`config.mk`:
```
export PLATFORM = sky130hd
export DESIGN_NAME = e40_tx_gap_top
export DESIGN_NICKNAME = d
export VERILOG_FILES = /design/src/verilog/e40_fmt_pkg.sv /design/src/verilog/e40_am_pkg.sv /design/src/verilog/e40_tx_gap_top.sv /design/src/verilog/e40_frame_mon.sv /design/src/verilog/e40_am_insert.sv /design/src/verilog/e40_am_sched.sv /design/src/verilog/e40_traffic_break.sv
export SDC_FILE = /design/constraint.sdc
export NUM_CORES = 1
export LEC_CHECK = 0
export BUFFER_PORTS_ARGS = -buffer_cell sky130_fd_sc_hd__buf_2
export CORE_MARGIN = 1
export CORE_UTILIZATION = 31
export DETAILED_ROUTE_END_ITERATION = 10
export GPL_ROUTABILITY_DRIVEN = 0
export SLEW_MARGIN = 10
export SYNTH_ARGS = -nofsm -noshare
export SYNTH_HDL_FRONTEND = slang
export SYNTH_SLANG_ARGS = --single-unit
```
`constraint.sdc`:
```
create_clock -name clk -period 10.19 [get_ports clk]
set_clock_uncertainty 0.1 [all_clocks]
set_input_delay 1.019 -clock clk [delete_from_list [all_inputs] [get_ports clk]]
set_output_delay 1.019 -clock clk [all_outputs]
set_load 0.03 [all_outputs]
```
`src/verilog/e40_fmt_pkg.sv`:
```
// word format of the tx datapath; word width is fixed at 64 bits by the 8-bit end-position map
package e40_fmt_pkg;

	// bytes per bus word, one end-position bit per byte
	localparam int WORD_BYTES = 8;

	// one data word of the bus
	typedef logic [8*WORD_BYTES-1:0] word_t;

	// one-hot map of the byte that closes a packet inside a word
	// all zeros means the packet does not end in this word
	typedef logic [WORD_BYTES-1:0] end_pos_t;

	// index of a word within one bus cycle, as carried in the marker low byte
	// wide enough for any bus width this datapath is built with
	typedef logic [7:0] word_idx_t;

endpackage
```
`src/verilog/e40_am_pkg.sv`:
```
// marker scheduling types and a single fixed marker pattern; not the 40GBASE-R marker values or BIP
package e40_am_pkg;

	// scheduler states
	// am_idle counts the period, am_request holds the stall request until the gap shows up,
	// am_gap counts the gap cycles
	typedef enum logic [1:0] {
		am_idle,
		am_request,
		am_gap
	} am_state_e;

	// counter width shared by the marker period, the gap length and the packet count
	typedef logic [15:0] am_count_t;

	// marker word; the low byte is overwritten with the word index at insertion
	localparam e40_fmt_pkg::word_t AM_PATTERN = 64'h4d_a0_c3_17_6e_59_2b_00;

	// shortest gap the scheduler asks for, in accepted cycles
	localparam am_count_t AM_GAP_CYCLES = 16'd2;

endpackage

```
`src/verilog/e40_tx_gap_top.sv`:
```
// din to dout is four accepted edges plus gap cycles; din is held by the source until din_ack
module e40_tx_gap_top #(
	parameter int WORDS     = 2,
	parameter int AM_PERIOD = 64
) (
	input  logic                                 clk,
	input  logic                                 arst,
	input  e40_fmt_pkg::word_t    [WORDS-1:0]    din,
	input  logic                  [WORDS-1:0]    din_start,
	input  e40_fmt_pkg::end_pos_t [WORDS-1:0]    din_end_pos,
	output logic                                 din_ack,
	input  logic                                 dout_ack,
	output e40_fmt_pkg::word_t    [WORDS-1:0]    dout,
	output logic                  [WORDS-1:0]    dout_start,
	output e40_fmt_pkg::end_pos_t [WORDS-1:0]    dout_end_pos,
	output logic                  [WORDS-1:0]    dout_marker,
	output e40_am_pkg::am_count_t                pkt_count,
	output logic                                 frame_err
);

	// break to inserter
	e40_fmt_pkg::word_t    [WORDS-1:0] brk_data;
	logic                  [WORDS-1:0] brk_start;
	e40_fmt_pkg::end_pos_t [WORDS-1:0] brk_end_pos;
	logic                              brk_gap;

	// scheduler handshake with the break
	logic stall_req;
	logic stalled;

	e40_traffic_break #(
		.WORDS (WORDS)
	) u_e40_traffic_break (
		.clk          (clk),
		.arst         (arst),
		.din          (din),
		.din_start    (din_start),
		.din_end_pos  (din_end_pos),
		.din_ack      (din_ack),
		.stall_req    (stall_req),
		.dout         (brk_data),
		.dout_start   (brk_start),
		.dout_end_pos (brk_end_pos),
		.dout_gap     (brk_gap),
		.dout_ack     (dout_ack),
		.stalled      (stalled)
	);

	e40_am_sched #(
		.WORDS     (WORDS),
		.AM_PERIOD (AM_PERIOD)
	) u_e40_am_sched (
		.clk       (clk),
		.arst      (arst),
		.dout_ack  (dout_ack),
		.dout_gap  (brk_gap),
		.stall_req (stall_req)
	);

	e40_am_insert #(
		.WORDS (WORDS)
	) u_e40_am_insert (
		.clk          (clk),
		.arst         (arst),
		.din          (brk_data),
		.din_start    (brk_start),
		.din_end_pos  (brk_end_pos),
		.din_gap      (brk_gap),
		.dout_ack     (dout_ack),
		.dout         (dout),
		.dout_start   (dout_start),
		.dout_end_pos (dout_end_pos),
		.dout_marker  (dout_marker)
	);

	// watches the final output, markers included
	e40_frame_mon #(
		.WORDS (WORDS)
	) u_e40_frame_mon (
		.clk         (clk),
		.arst        (arst),
		.din_start   (dout_start),
		.din_end_pos (dout_end_pos),
		.din_marker  (dout_marker),
		.dout_ack    (dout_ack),
		.pkt_count   (pkt_count),
		.frame_err   (frame_err)
	);

	// an accepted stall cycle in the break turns into markers two accepted edges later
	a_stall_makes_marker: assert property (@(posedge clk) disable iff (arst)
		(stalled && dout_ack) ##1 dout_ack |=> dout_marker[0]);

endmodule

```
`src/verilog/e40_frame_mon.sv`:
```
// counts only accepted cycles; pkt_count wraps at the counter width and frame_err holds until reset
module e40_frame_mon #(
	parameter int WORDS = 2
) (
	input  logic                                 clk,
	input  logic                                 arst,
	input  logic                  [WORDS-1:0]    din_start,
	input  e40_fmt_pkg::end_pos_t [WORDS-1:0]    din_end_pos,
	input  logic                  [WORDS-1:0]    din_marker,
	input  logic                                 dout_ack,
	output e40_am_pkg::am_count_t                pkt_count,
	output logic                                 frame_err
);

	// frame state after the last accepted cycle
	logic frame_open;

	// values after walking the current cycle
	logic                  open_nxt;
	logic                  err_nxt;
	e40_am_pkg::am_count_t pkt_add;

	// words are checked in index order, word 0 being the earliest on the wire
	always_comb begin
		open_nxt = frame_open;
		err_nxt  = 1'b0;
		pkt_add  = '0;
		for (int i = 0; i < WORDS; i++) begin
			// a marker inside a frame means the gap cut a packet
			if (din_marker[i] && open_nxt) begin
				err_nxt = 1'b1;
			end
			// start while open, the previous packet never ended
			if (din_start[i]) begin
				if (open_nxt) begin
					err_nxt = 1'b1;
				end
				open_nxt = 1'b1;
			end
			// a word may hold both start and end for a short packet, so end is checked last
			if (|din_end_pos[i]) begin
				if (open_nxt) begin
					pkt_add = pkt_add + 1'b1;
				end else begin
					err_nxt = 1'b1;
				end
				open_nxt = 1'b0;
			end
		end
	end

	always_ff @(posedge clk or posedge arst) begin
		if (arst) begin
			frame_open <= 1'b0;
			pkt_count  <= '0;
			frame_err  <= 1'b0;
		end else if (dout_ack) begin
			frame_open <= open_nxt;
			pkt_count  <= pkt_count + pkt_add;
			// sticky, so one fault stays visible
			frame_err  <= frame_err || err_nxt;
		end
	end

endmodule

```
`src/verilog/e40_am_insert.sv`:
```
// gap cycles from the break must carry all-zero flags; every word of such a cycle becomes a marker
module e40_am_insert #(
	parameter int WORDS = 2
) (
	input  logic                                 clk,
	input  logic                                 arst,
	input  e40_fmt_pkg::word_t    [WORDS-1:0]    din,
	input  logic                  [WORDS-1:0]    din_start,
	input  e40_fmt_pkg::end_pos_t [WORDS-1:0]    din_end_pos,
	input  logic                                 din_gap,
	input  logic                                 dout_ack,
	output e40_fmt_pkg::word_t    [WORDS-1:0]    dout,
	output logic                  [WORDS-1:0]    dout_start,
	output e40_fmt_pkg::end_pos_t [WORDS-1:0]    dout_end_pos,
	output logic                  [WORDS-1:0]    dout_marker
);

	e40_fmt_pkg::word_t    [WORDS-1:0] data_nxt;
	logic                  [WORDS-1:0] start_nxt;
	e40_fmt_pkg::end_pos_t [WORDS-1:0] end_pos_nxt;
	logic                  [WORDS-1:0] marker_nxt;

	// the marker keeps the fixed upper bytes and takes the word index as its low byte
	always_comb begin
		for (int i = 0; i < WORDS; i++) begin
			if (din_gap) begin
				data_nxt[i]    = {e40_am_pkg::AM_PATTERN[63:8], e40_fmt_pkg::word_idx_t'(i)};
				start_nxt[i]   = 1'b0;
				end_pos_nxt[i] = '0;
				marker_nxt[i]  = 1'b1;
			end else begin
				data_nxt[i]    = din[i];
				start_nxt[i]   = din_start[i];
				end_pos_nxt[i] = din_end_pos[i];
				marker_nxt[i]  = 1'b0;
			end
		end
	end

	// one output stage, frozen under back-pressure like the rest of the pipe
	always_ff @(posedge clk) begin
		if (dout_ack) begin
			dout <= data_nxt;
		end
	end

	always_ff @(posedge clk or posedge arst) begin
		if (arst) begin
			dout_start   <= '0;
			dout_end_pos <= '0;
			dout_marker  <= '0;
		end else if (dout_ack) begin
			dout_start   <= start_nxt;
			dout_end_pos <= end_pos_nxt;
			dout_marker  <= marker_nxt;
		end
	end

	// the break blanks a gap cycle; a flag here would be lost under the marker
	a_gap_no_flags: assert property (@(posedge clk) disable iff (arst)
		(dout_ack && din_gap) |-> (din_start == '0 && din_end_pos == '0));

endmodule

```
`src/verilog/e40_am_sched.sv`:
```
// period counts accepted cycles only; the actual gap runs up to three cycles past AM_GAP_CYCLES
module e40_am_sched #(
	parameter int WORDS     = 2,
	parameter int AM_PERIOD = 64
) (
	input  logic clk,
	input  logic arst,
	input  logic dout_ack,
	input  logic dout_gap,
	output logic stall_req
);

	// last count of the period and of the gap, in counter width
	localparam e40_am_pkg::am_count_t PERIOD_LAST = e40_am_pkg::am_count_t'(AM_PERIOD - 1);
	localparam e40_am_pkg::am_count_t GAP_LAST = e40_am_pkg::AM_GAP_CYCLES - 1'b1;

	e40_am_pkg::am_state_e state;
	// one counter, reused for the period and the gap length
	e40_am_pkg::am_count_t count;

	// the marker tag and the end-position map only cover these bus widths
	if (WORDS != 1 && WORDS != 2 && WORDS != 4) begin : g_words_check
		$error("e40_am_sched: WORDS must be 1, 2 or 4");
	end

	always_ff @(posedge clk or posedge arst) begin
		if (arst) begin
			state     <= e40_am_pkg::am_idle;
			count     <= '0;
			stall_req <= 1'b0;
		end else if (dout_ack) begin
			unique case (state)
				e40_am_pkg::am_idle: begin
					// back-pressure stretches the period in time but not in words
					if (count == PERIOD_LAST) begin
						state     <= e40_am_pkg::am_request;
						count     <= '0;
						stall_req <= 1'b1;
					end else begin
						count <= count + 1'b1;
					end
				end
				e40_am_pkg::am_request: begin
					// the break waits for a packet boundary, which may take a while
					if (dout_gap) begin
						state <= e40_am_pkg::am_gap;
						count <= 16'd1;
					end
				end
				e40_am_pkg::am_gap: begin
					if (dout_gap) begin
						if (count >= GAP_LAST) begin
							state     <= e40_am_pkg::am_idle;
							count     <= '0;
							stall_req <= 1'b0;
						end else begin
							count <= count + 1'b1;
						end
					end
				end
				default: begin
					state     <= e40_am_pkg::am_idle;
					count     <= '0;
					stall_req <= 1'b0;
				end
			endcase
		end
	end

	// the request must be held the whole time the scheduler waits for its gap
	a_req_held: assert property (@(posedge clk) disable iff (arst)
		(state == e40_am_pkg::am_request) |-> stall_req);

endmodule

```
`src/verilog/e40_traffic_break.sv`:
```
// gaps open only at packet boundaries; at most one start and one end per cycle, so no runts
module e40_traffic_break #(
	parameter int WORDS = 2
) (
	input  logic                                 clk,
	input  logic                                 arst,
	input  e40_fmt_pkg::word_t    [WORDS-1:0]    din,
	input  logic                  [WORDS-1:0]    din_start,
	input  e40_fmt_pkg::end_pos_t [WORDS-1:0]    din_end_pos,
	output logic                                 din_ack,
	input  logic                                 stall_req,
	output e40_fmt_pkg::word_t    [WORDS-1:0]    dout,
	output logic                  [WORDS-1:0]    dout_start,
	output e40_fmt_pkg::end_pos_t [WORDS-1:0]    dout_end_pos,
	output logic                                 dout_gap,
	input  logic                                 dout_ack,
	output logic                                 stalled
);

	// two delay stages ahead of the output, giving one cycle to decide the gap
	e40_fmt_pkg::word_t    [WORDS-1:0] data_r;
	e40_fmt_pkg::word_t    [WORDS-1:0] data_rr;
	logic                  [WORDS-1:0] start_r;
	logic                  [WORDS-1:0] start_rr;
	e40_fmt_pkg::end_pos_t [WORDS-1:0] end_pos_r;
	e40_fmt_pkg::end_pos_t [WORDS-1:0] end_pos_rr;

	logic stall_req_r;
	logic in_packet;
	logic stalled_nxt;
	// frame state seen on the output, only read by the gap placement check
	logic out_open;

	// packet state after one cycle, given the state before it
	// with one start and one end per cycle, start plus end while open means a new packet follows
	function automatic logic pkt_open_next(input logic open, input logic any_start,
			input logic any_end);
		return (any_start && (!any_end || open)) || (open && !any_end);
	endfunction

	// the request comes from a counter, one register stage is enough
	always_ff @(posedge clk or posedge arst) begin
		if (arst) begin
			stall_req_r <= 1'b0;
		end else begin
			stall_req_r <= stall_req;
		end
	end

	// the input stalls whenever the downstream refuses or a gap is being emitted
	assign din_ack = dout_ack && !stalled;

	// payload moves only when a word is accepted, so a stall holds it in place
	always_ff @(posedge clk) begin
		if (din_ack) begin
			data_r  <= din;
			data_rr <= data_r;
		end
	end

	always_ff @(posedge clk or posedge arst) begin
		if (arst) begin
			start_r    <= '0;
			start_rr   <= '0;
			end_pos_r  <= '0;
			end_pos_rr <= '0;
		end else if (din_ack) begin
			start_r    <= din_start;
			start_rr   <= start_r;
			end_pos_r  <= din_end_pos;
			end_pos_rr <= end_pos_r;
		end
	end

	// in_packet tracks the state after the word now in the second stage
	always_ff @(posedge clk or posedge arst) begin
		if (arst) begin
			in_packet <= 1'b0;
		end else if (din_ack) begin
			in_packet <= pkt_open_next(in_packet, |start_r, |end_pos_r);
		end
	end

	// once stalled, stay stalled until the request drops, in_packet is frozen meanwhile
	assign stalled_nxt = stall_req_r && (!in_packet || stalled);

	// output data has no reset; the flags below say when it is meaningful
	always_ff @(posedge clk) begin
		if (dout_ack) begin
			dout <= stalled ? '0 : data_rr;
		end
	end

	always_ff @(posedge clk or posedge arst) begin
		if (arst) begin
			dout_start   <= '0;
			dout_end_pos <= '0;
			dout_gap     <= 1'b0;
			stalled      <= 1'b0;
			out_open     <= 1'b0;
		end else if (dout_ack) begin
			dout_start   <= stalled ? '0 : start_rr;
			dout_end_pos <= stalled ? '0 : end_pos_rr;
			dout_gap     <= stalled;
			stalled      <= stalled_nxt;
			out_open     <= pkt_open_next(out_open, |dout_start, |dout_end_pos);
		end
	end

	// more than one start per cycle would break the in_packet rule above
	a_one_start: assert property (@(posedge clk) disable iff (arst)
		din_ack |-> $countones(din_start) <= 1);

	// a gap reaching the output must fall between packets, never inside one
	a_gap_outside_packet: assert property (@(posedge clk) disable iff (arst)
		(dout_ack && dout_gap) |-> !out_open);

endmodule

```
Yosys cells after proc, flatten, opt, wreduce, memory -nomap -nowiden. Cells that the tools add are included.

Bits in registers: 626. Input port bits: 149. Output and inout port bits: 166.

$add $sub $neg: 3. Order comparisons: 1. Equal/unequal tests: 7. Mux-type cells: 39. Bitwise operators: 1. Reduce and logical (&&, ||, !) cells: 21.

Operators by type and width (number): two-way mux 16 bit (8); case mux 16 bit (3 select lines) (1); adder 16 x 1 -> 16 bit, second input constant (2); two-way mux 1 bit (21); adder 16 bit (1); equality test 16 x 6 -> 1 bit, second input constant (1); >= comparator 16 x 1 -> 1 bit, second input constant (1); two-way mux 8 bit (2); OR reduction 16 bit (1); OR reduction 8 bit (2); two-way mux 2 bit (5); AND reduction 5 bit (2); logical AND 1 bit (6); case mux 2 bit (3 select lines) (1); logical OR 1 bit (4); inequality test 2 x 1 -> 1 bit, second input constant (2); inequality test 2 bit, second input constant (2); zero test 1 bit (3); case mux 1 bit (3 select lines) (1); AND reduction 3 bit (1); equality test 2 x 1 -> 1 bit, second input constant (1); equality test 2 bit, second input constant (1); zero test 2 bit (1); OR reduction 2 bit (1); inverter 1 bit (1).

Logic depth before layout (Yosys ltp).
Depth after elaboration: 12. Depth in mapped cells: 13. Mapped depth without buffers: 13.

Hierarchy. From an unflattened synthesis, not the netlist that was laid out.

Cells, all modules: 1239. Area total of the unflattened synthesis: 22381.5 µm².

By module, submodules not included: e40_traffic_break (instances 1, cells an instance 702, area each 14849.2 µm², seq. area each 12982.5 µm²); e40_am_insert (instances 1, cells an instance 316, area each 5418.9 µm², seq. area each 4319.1 µm²); e40_am_sched (instances 1, cells an instance 133, area each 1172.4 µm², seq. area each 475.5 µm²); e40_frame_mon (instances 1, cells an instance 88, area each 940.9 µm², seq. area each 450.4 µm²).

Worst setup path after synthesis. OpenSTA, ideal clock, no wires.

Path kind: input to register. Start point: in dout_ack. End point: reg u_e40_traffic_break.end_pos_r[0] (netlist bit). Library setup time: 105 ps. Arrival time: 9705 ps. Required time: 9985 ps. Setup slack: 279 ps. Cell stages on the path: 3. Cell sequence: nor2b_1 > clkbuf_1 > mux2_2.

Word-level cells in the longest chain between the ends: 1.

RTL lines: from (decl) (RTL line e40_tx_gap_top.sv:12) `input logic dout_ack,`; logical AND 1 bit (RTL line e40_traffic_break.sv:51) `assign din_ack = dout_ack && !stalled;`; net din_ack (RTL line e40_tx_gap_top.sv:11) `output logic din_ack,`; to (signal assigned) (RTL line e40_traffic_break.sv:70) `end_pos_r <= din_end_pos;`; to (decl) (RTL line e40_traffic_break.sv:25) `e40_fmt_pkg::end_pos_t [WORDS-1:0] end_pos_r;`.

The timed path passes the listed nets, and every way through them passes these cells. A chain may end at the register's enable or synchronous reset.

Worst setup path in the final report.
Start point: reg u_e40_am_insert.dout_end_pos[0] (netlist bit). End point: reg u_e40_frame_mon.pkt_count[14].

Word-level cells in the longest chain between the ends: 6.

RTL lines: from (decl) (RTL line e40_am_insert.sv:14) `output e40_fmt_pkg::end_pos_t [WORDS-1:0] dout_end_pos,`; from (signal assigned) (RTL line e40_am_insert.sv:54) `dout_end_pos <= end_pos_nxt;`; OR reduction 8 bit (*) (RTL line e40_frame_mon.sv:41) `if (|din_end_pos[i]) begin`; two-way mux 16 bit / two-way mux 1 bit (equally long branches) (RTL line e40_frame_mon.sv:41); adder 16 x 1 -> 16 bit / two-way mux 1 bit (equally long branches) (RTL line e40_frame_mon.sv:43, e40_frame_mon.sv:34); two-way mux 16 bit (RTL line e40_frame_mon.sv:42) `if (open_nxt) begin`; two-way mux 16 bit (*) (RTL line e40_frame_mon.sv:41); adder 16 bit (*) (RTL line e40_frame_mon.sv:59) `pkt_count <= pkt_count + pkt_add;`; to (signal assigned) (RTL line e40_frame_mon.sv:59); to (decl) (RTL line e40_frame_mon.sv:11) `output e40_am_pkg::am_count_t pkt_count,`.

Every way passes the cells marked *; elsewhere a longest branch is shown, timed or not.

==> results.md <==
- DRC: 0
- Synth-to-Final Area Change: 22.3%
- LEAKAGE: just over 10 nW
- Pin count of the biggest net entering global routing: 160
- CTS root buffer: clkbuf_16
- Synthesized flop and latch total: approximately 630
- Tot Pwr: around 0.007 W
- CP endpoint kind: flip-flop
- Sequential-to-total area share from yosys stat: around 80%
- DRT Pass-1 Iters: 5
- Depth of the CTS H-tree: 3
- Synth top area cells: edfxtp_1, dfrtp_1, nor2b_1
- CTS resizes: 0
- Max-cap check violation count: 0
- Sinks on Clock Net: 626
- DR iter-0 viols: about 730
- Finished Core Util: about two fifths
- CP max FO: 5
- Share of layout cells above drive strength 1: 31.8%
- Via/cell ratio: around 4.2
- Port Buffers: between 300 and 400
- Min Tclk post-route: between 3 and 4 ns
- Async set or reset register ratio after synthesis: between 10% and 20%
- Clock transition at path regs: 0.06 ns
- Critical path origin: u_e40_am_insert.dout_end_pos[0]
- R2r setup slk: roughly 6.8 ns
- Chip width: between 200 and 300 µm
- Post-Synthesis Cells: 1266
- Final setup vio count: 0
- # Post-CTS Setup Buffers: 0
- FF-to-FF path depth: 11
- Post-synth cell types: 49
- Area of the die: 72500 µm²
- Routed vias: about 11000
- Transition time of the tightest slew-check pin: around 1.1 ns
- Post-synth EDFFs: 512
- Vias in the first global route: around 11000
- Pwr dens: approximately 270 nW/µm²
- R2R Path Start: u_e40_am_insert.dout_end_pos[0]
- Num CTS Buffers: 70
- Post-synth top area share: between 60 and 70%
- Worst EP required: approximately 11 ns
- Commonest cells post-synth: edfxtp_1, nor2b_1, dfrtp_1
- Dpl hpwl: 26.9 mm
- Grt met1 use: around 14%
- Slowest CP cell: or4_1
- Total Wirelength: between 40 and 50 mm
- Die H: 269 µm
- Met2 Usage GRT: 18.9%
- Ports: 315
- Routing usage on met3: 3.55%
- Layout fillers: 6600
- Status: finished clean
- Worst-skew pair later-pin latency: approximately 0.60 ns
- Mapped Nets: between 1000 and 1500
- Post-DRT Antenna Nets: 0
- Hold Fails Final Rpt: 0
- Synthesized area: between 20000 and 25000 µm²
- Core area: between 70000 and 80000 µm²
- Crit path to: u_e40_frame_mon.pkt_count[14]
- F_max: ~290 MHz
- Most common flop cell mapped by yosys: edfxtp_1
- Initial Util: a little under a third
- Nets: approximately 1800
- Synth warnings: 0
- First-pass GRT wire length: 65.1 mm
- Worst setup path class: reg -> reg
- Critical R2R Capture: u_e40_frame_mon.pkt_count[14]
- Initial antenna violation count: 18
- Worst Path Arrival: roughly 3.8 ns
- Num rows: 97
- Hold slack: approximately 0.28 ns
- Max stage delay on crit path: between 0.5 and 0.6 ns
- Global route hottest layer: met2
- Most area-hungry cell type in the Yosys netlist: edfxtp_1
- RSZ-0062 raised after global routing: false
- CTS Hold Buffers Added: 0
- Gr usage total: a little under an eighth
- Routed length per instance: between 15 and 20 µm
- DP Cell Count: about 2500
- CP cell instances: or4_1, nor2_1, nor2_1, ha_1, mux2_2, ha_1, inv_1, fa_1, nor4_1, nand3_1, xnor2_1
- Max IR drop VDD: around 0.13 mV
- Critical Path Start Type: flip-flop
- Final setup TNS: 0 ns
- Clock Path Buffers: 3
- Max-slew headroom: between 20% and 30%
- CTS tree: built
- Fin crit share: between 30% and 40%
- Global route total overflow: 0
- Final Non-Filler Cells: roughly 2600
- Hold crit path type: reg -> reg
- Count leader, synth: edfxtp_1
- Final Slew Violations: 0
- Avg Cell Area, Syn: roughly 17 µm²
-- layout by cell type (no fill, tap or decap), drive strengths merged, types with 9 or more instances in the layout --
cell type,Yosys,routed
inv,50,56
clkbuf,43,89
o22ai,23,23
nor2,17,17
nand3,12,12
edfxtp,512,512
dfrtp,114,114
o21ai,30,30
nor2b,203,203
mux2,40,40
a21oi,12,12
or2,56,56
xnor2,11,11
nand2,49,49
nor4,9,9
nor3,11,11
buf,7,326
clkinv,0,18
-- worst min path at each step --
stage / startpoint / to / slack, ns / depth (start not counted)
after CTS: u_e40_am_sched.stall_req / u_e40_traffic_break.stall_req_r / 0.29 / 0
after global placement: u_e40_am_sched.stall_req / u_e40_traffic_break.stall_req_r / 0.26 / 0
final: u_e40_am_sched.stall_req / u_e40_traffic_break.stall_req_r / 0.28 / 0
after floorplan: u_e40_am_sched.stall_req / u_e40_traffic_break.stall_req_r / 0.25 / 0
after detailed placement: u_e40_am_sched.stall_req / u_e40_traffic_break.stall_req_r / 0.27 / 0
after global routing: u_e40_am_sched.stall_req / u_e40_traffic_break.stall_req_r / 0.30 / 0
-- stage by stage --
stage | setup slack (ns) | area [µm²]
CTS | 6.75 | 27100
floorplan | 0.279 | 22200
detailed placement | 6.41 | 24800
finish | 6.76 | 27100
global route | 6.50 | 27100
global placement | 6.45 | 24800
-- flip-flops by register name, indices dropped and copies added, names as in the netlist, 16 cells and up --
register	flops
u_e40_am_insert.dout_end_pos	16
u_e40_traffic_break.end_pos_r	16
u_e40_frame_mon.pkt_count	16
u_e40_traffic_break.data_rr	128
u_e40_traffic_break.data_r	128
u_e40_traffic_break.end_pos_rr	16
u_e40_traffic_break.dout	128
u_e40_am_insert.dout	128
u_e40_am_sched.count	16
u_e40_traffic_break.dout_end_pos	16
-- per-layer routing --
| layer | part of all wire (%) | vias to the layer above |
|---|---|---|
| met4 | 2.6 | 26 |
| met3 | 5.7 | 94 |
| met5 | 0.37 | - |
| met2 | 49 | 238 |
| met1 | 42 | 5430 |
| li1 | - | 5267 |
-- layout make-up --
cell class | instances | area (µm²) | share of cell area [%]
sequential | 626 | 18200 | 67.3
tap | 940 | 1180 | 4.34
antenna | 5 | 12.5 | 0.0462
clock buffer | 89 | 1880 | 6.96
timing repair buffer | 326 | 1680 | 6.22
multi-input combinational | 540 | 3540 | 13.1
inverter | 50 | 190 | 0.702
clock inverter | 31 | 369 | 1.36
-- worst max-delay path, delay by kind of cell (launching register included) --
family                     cells  cell delay, ns
xor gates and xnor gates       1            0.15
adders and majority gates      3            0.86
buffers and inverters          1            0.05
DFF                            1            0.40
muxes                          1            0.14
and+or+nand+nor                5            1.62
-- cell families after synthesis --
| logic type | count (synthesis) | synth area share (%) |
|---|---|---|
| and+or+nand+nor | 391 | 10.5 |
| AOI/OAI and AO/OA | 86 | 2.40 |
| buffers and inverters | 100 | 1.77 |
| adders and majority gates | 7 | 0.429 |
| muxes | 40 | 2.03 |
| xor gates and xnor gates | 16 | 0.633 |
| DFF | 626 | 82.3 |
-- where the power goes --
group          switching (W)  internal, W  total [W]
registers           0.000220      0.00336    0.00358
logic               0.000765     0.000405    0.00117
clock network       0.000992      0.00147    0.00246
total                0.00198      0.00523    0.00721
(Power assumes the default switching activity.)
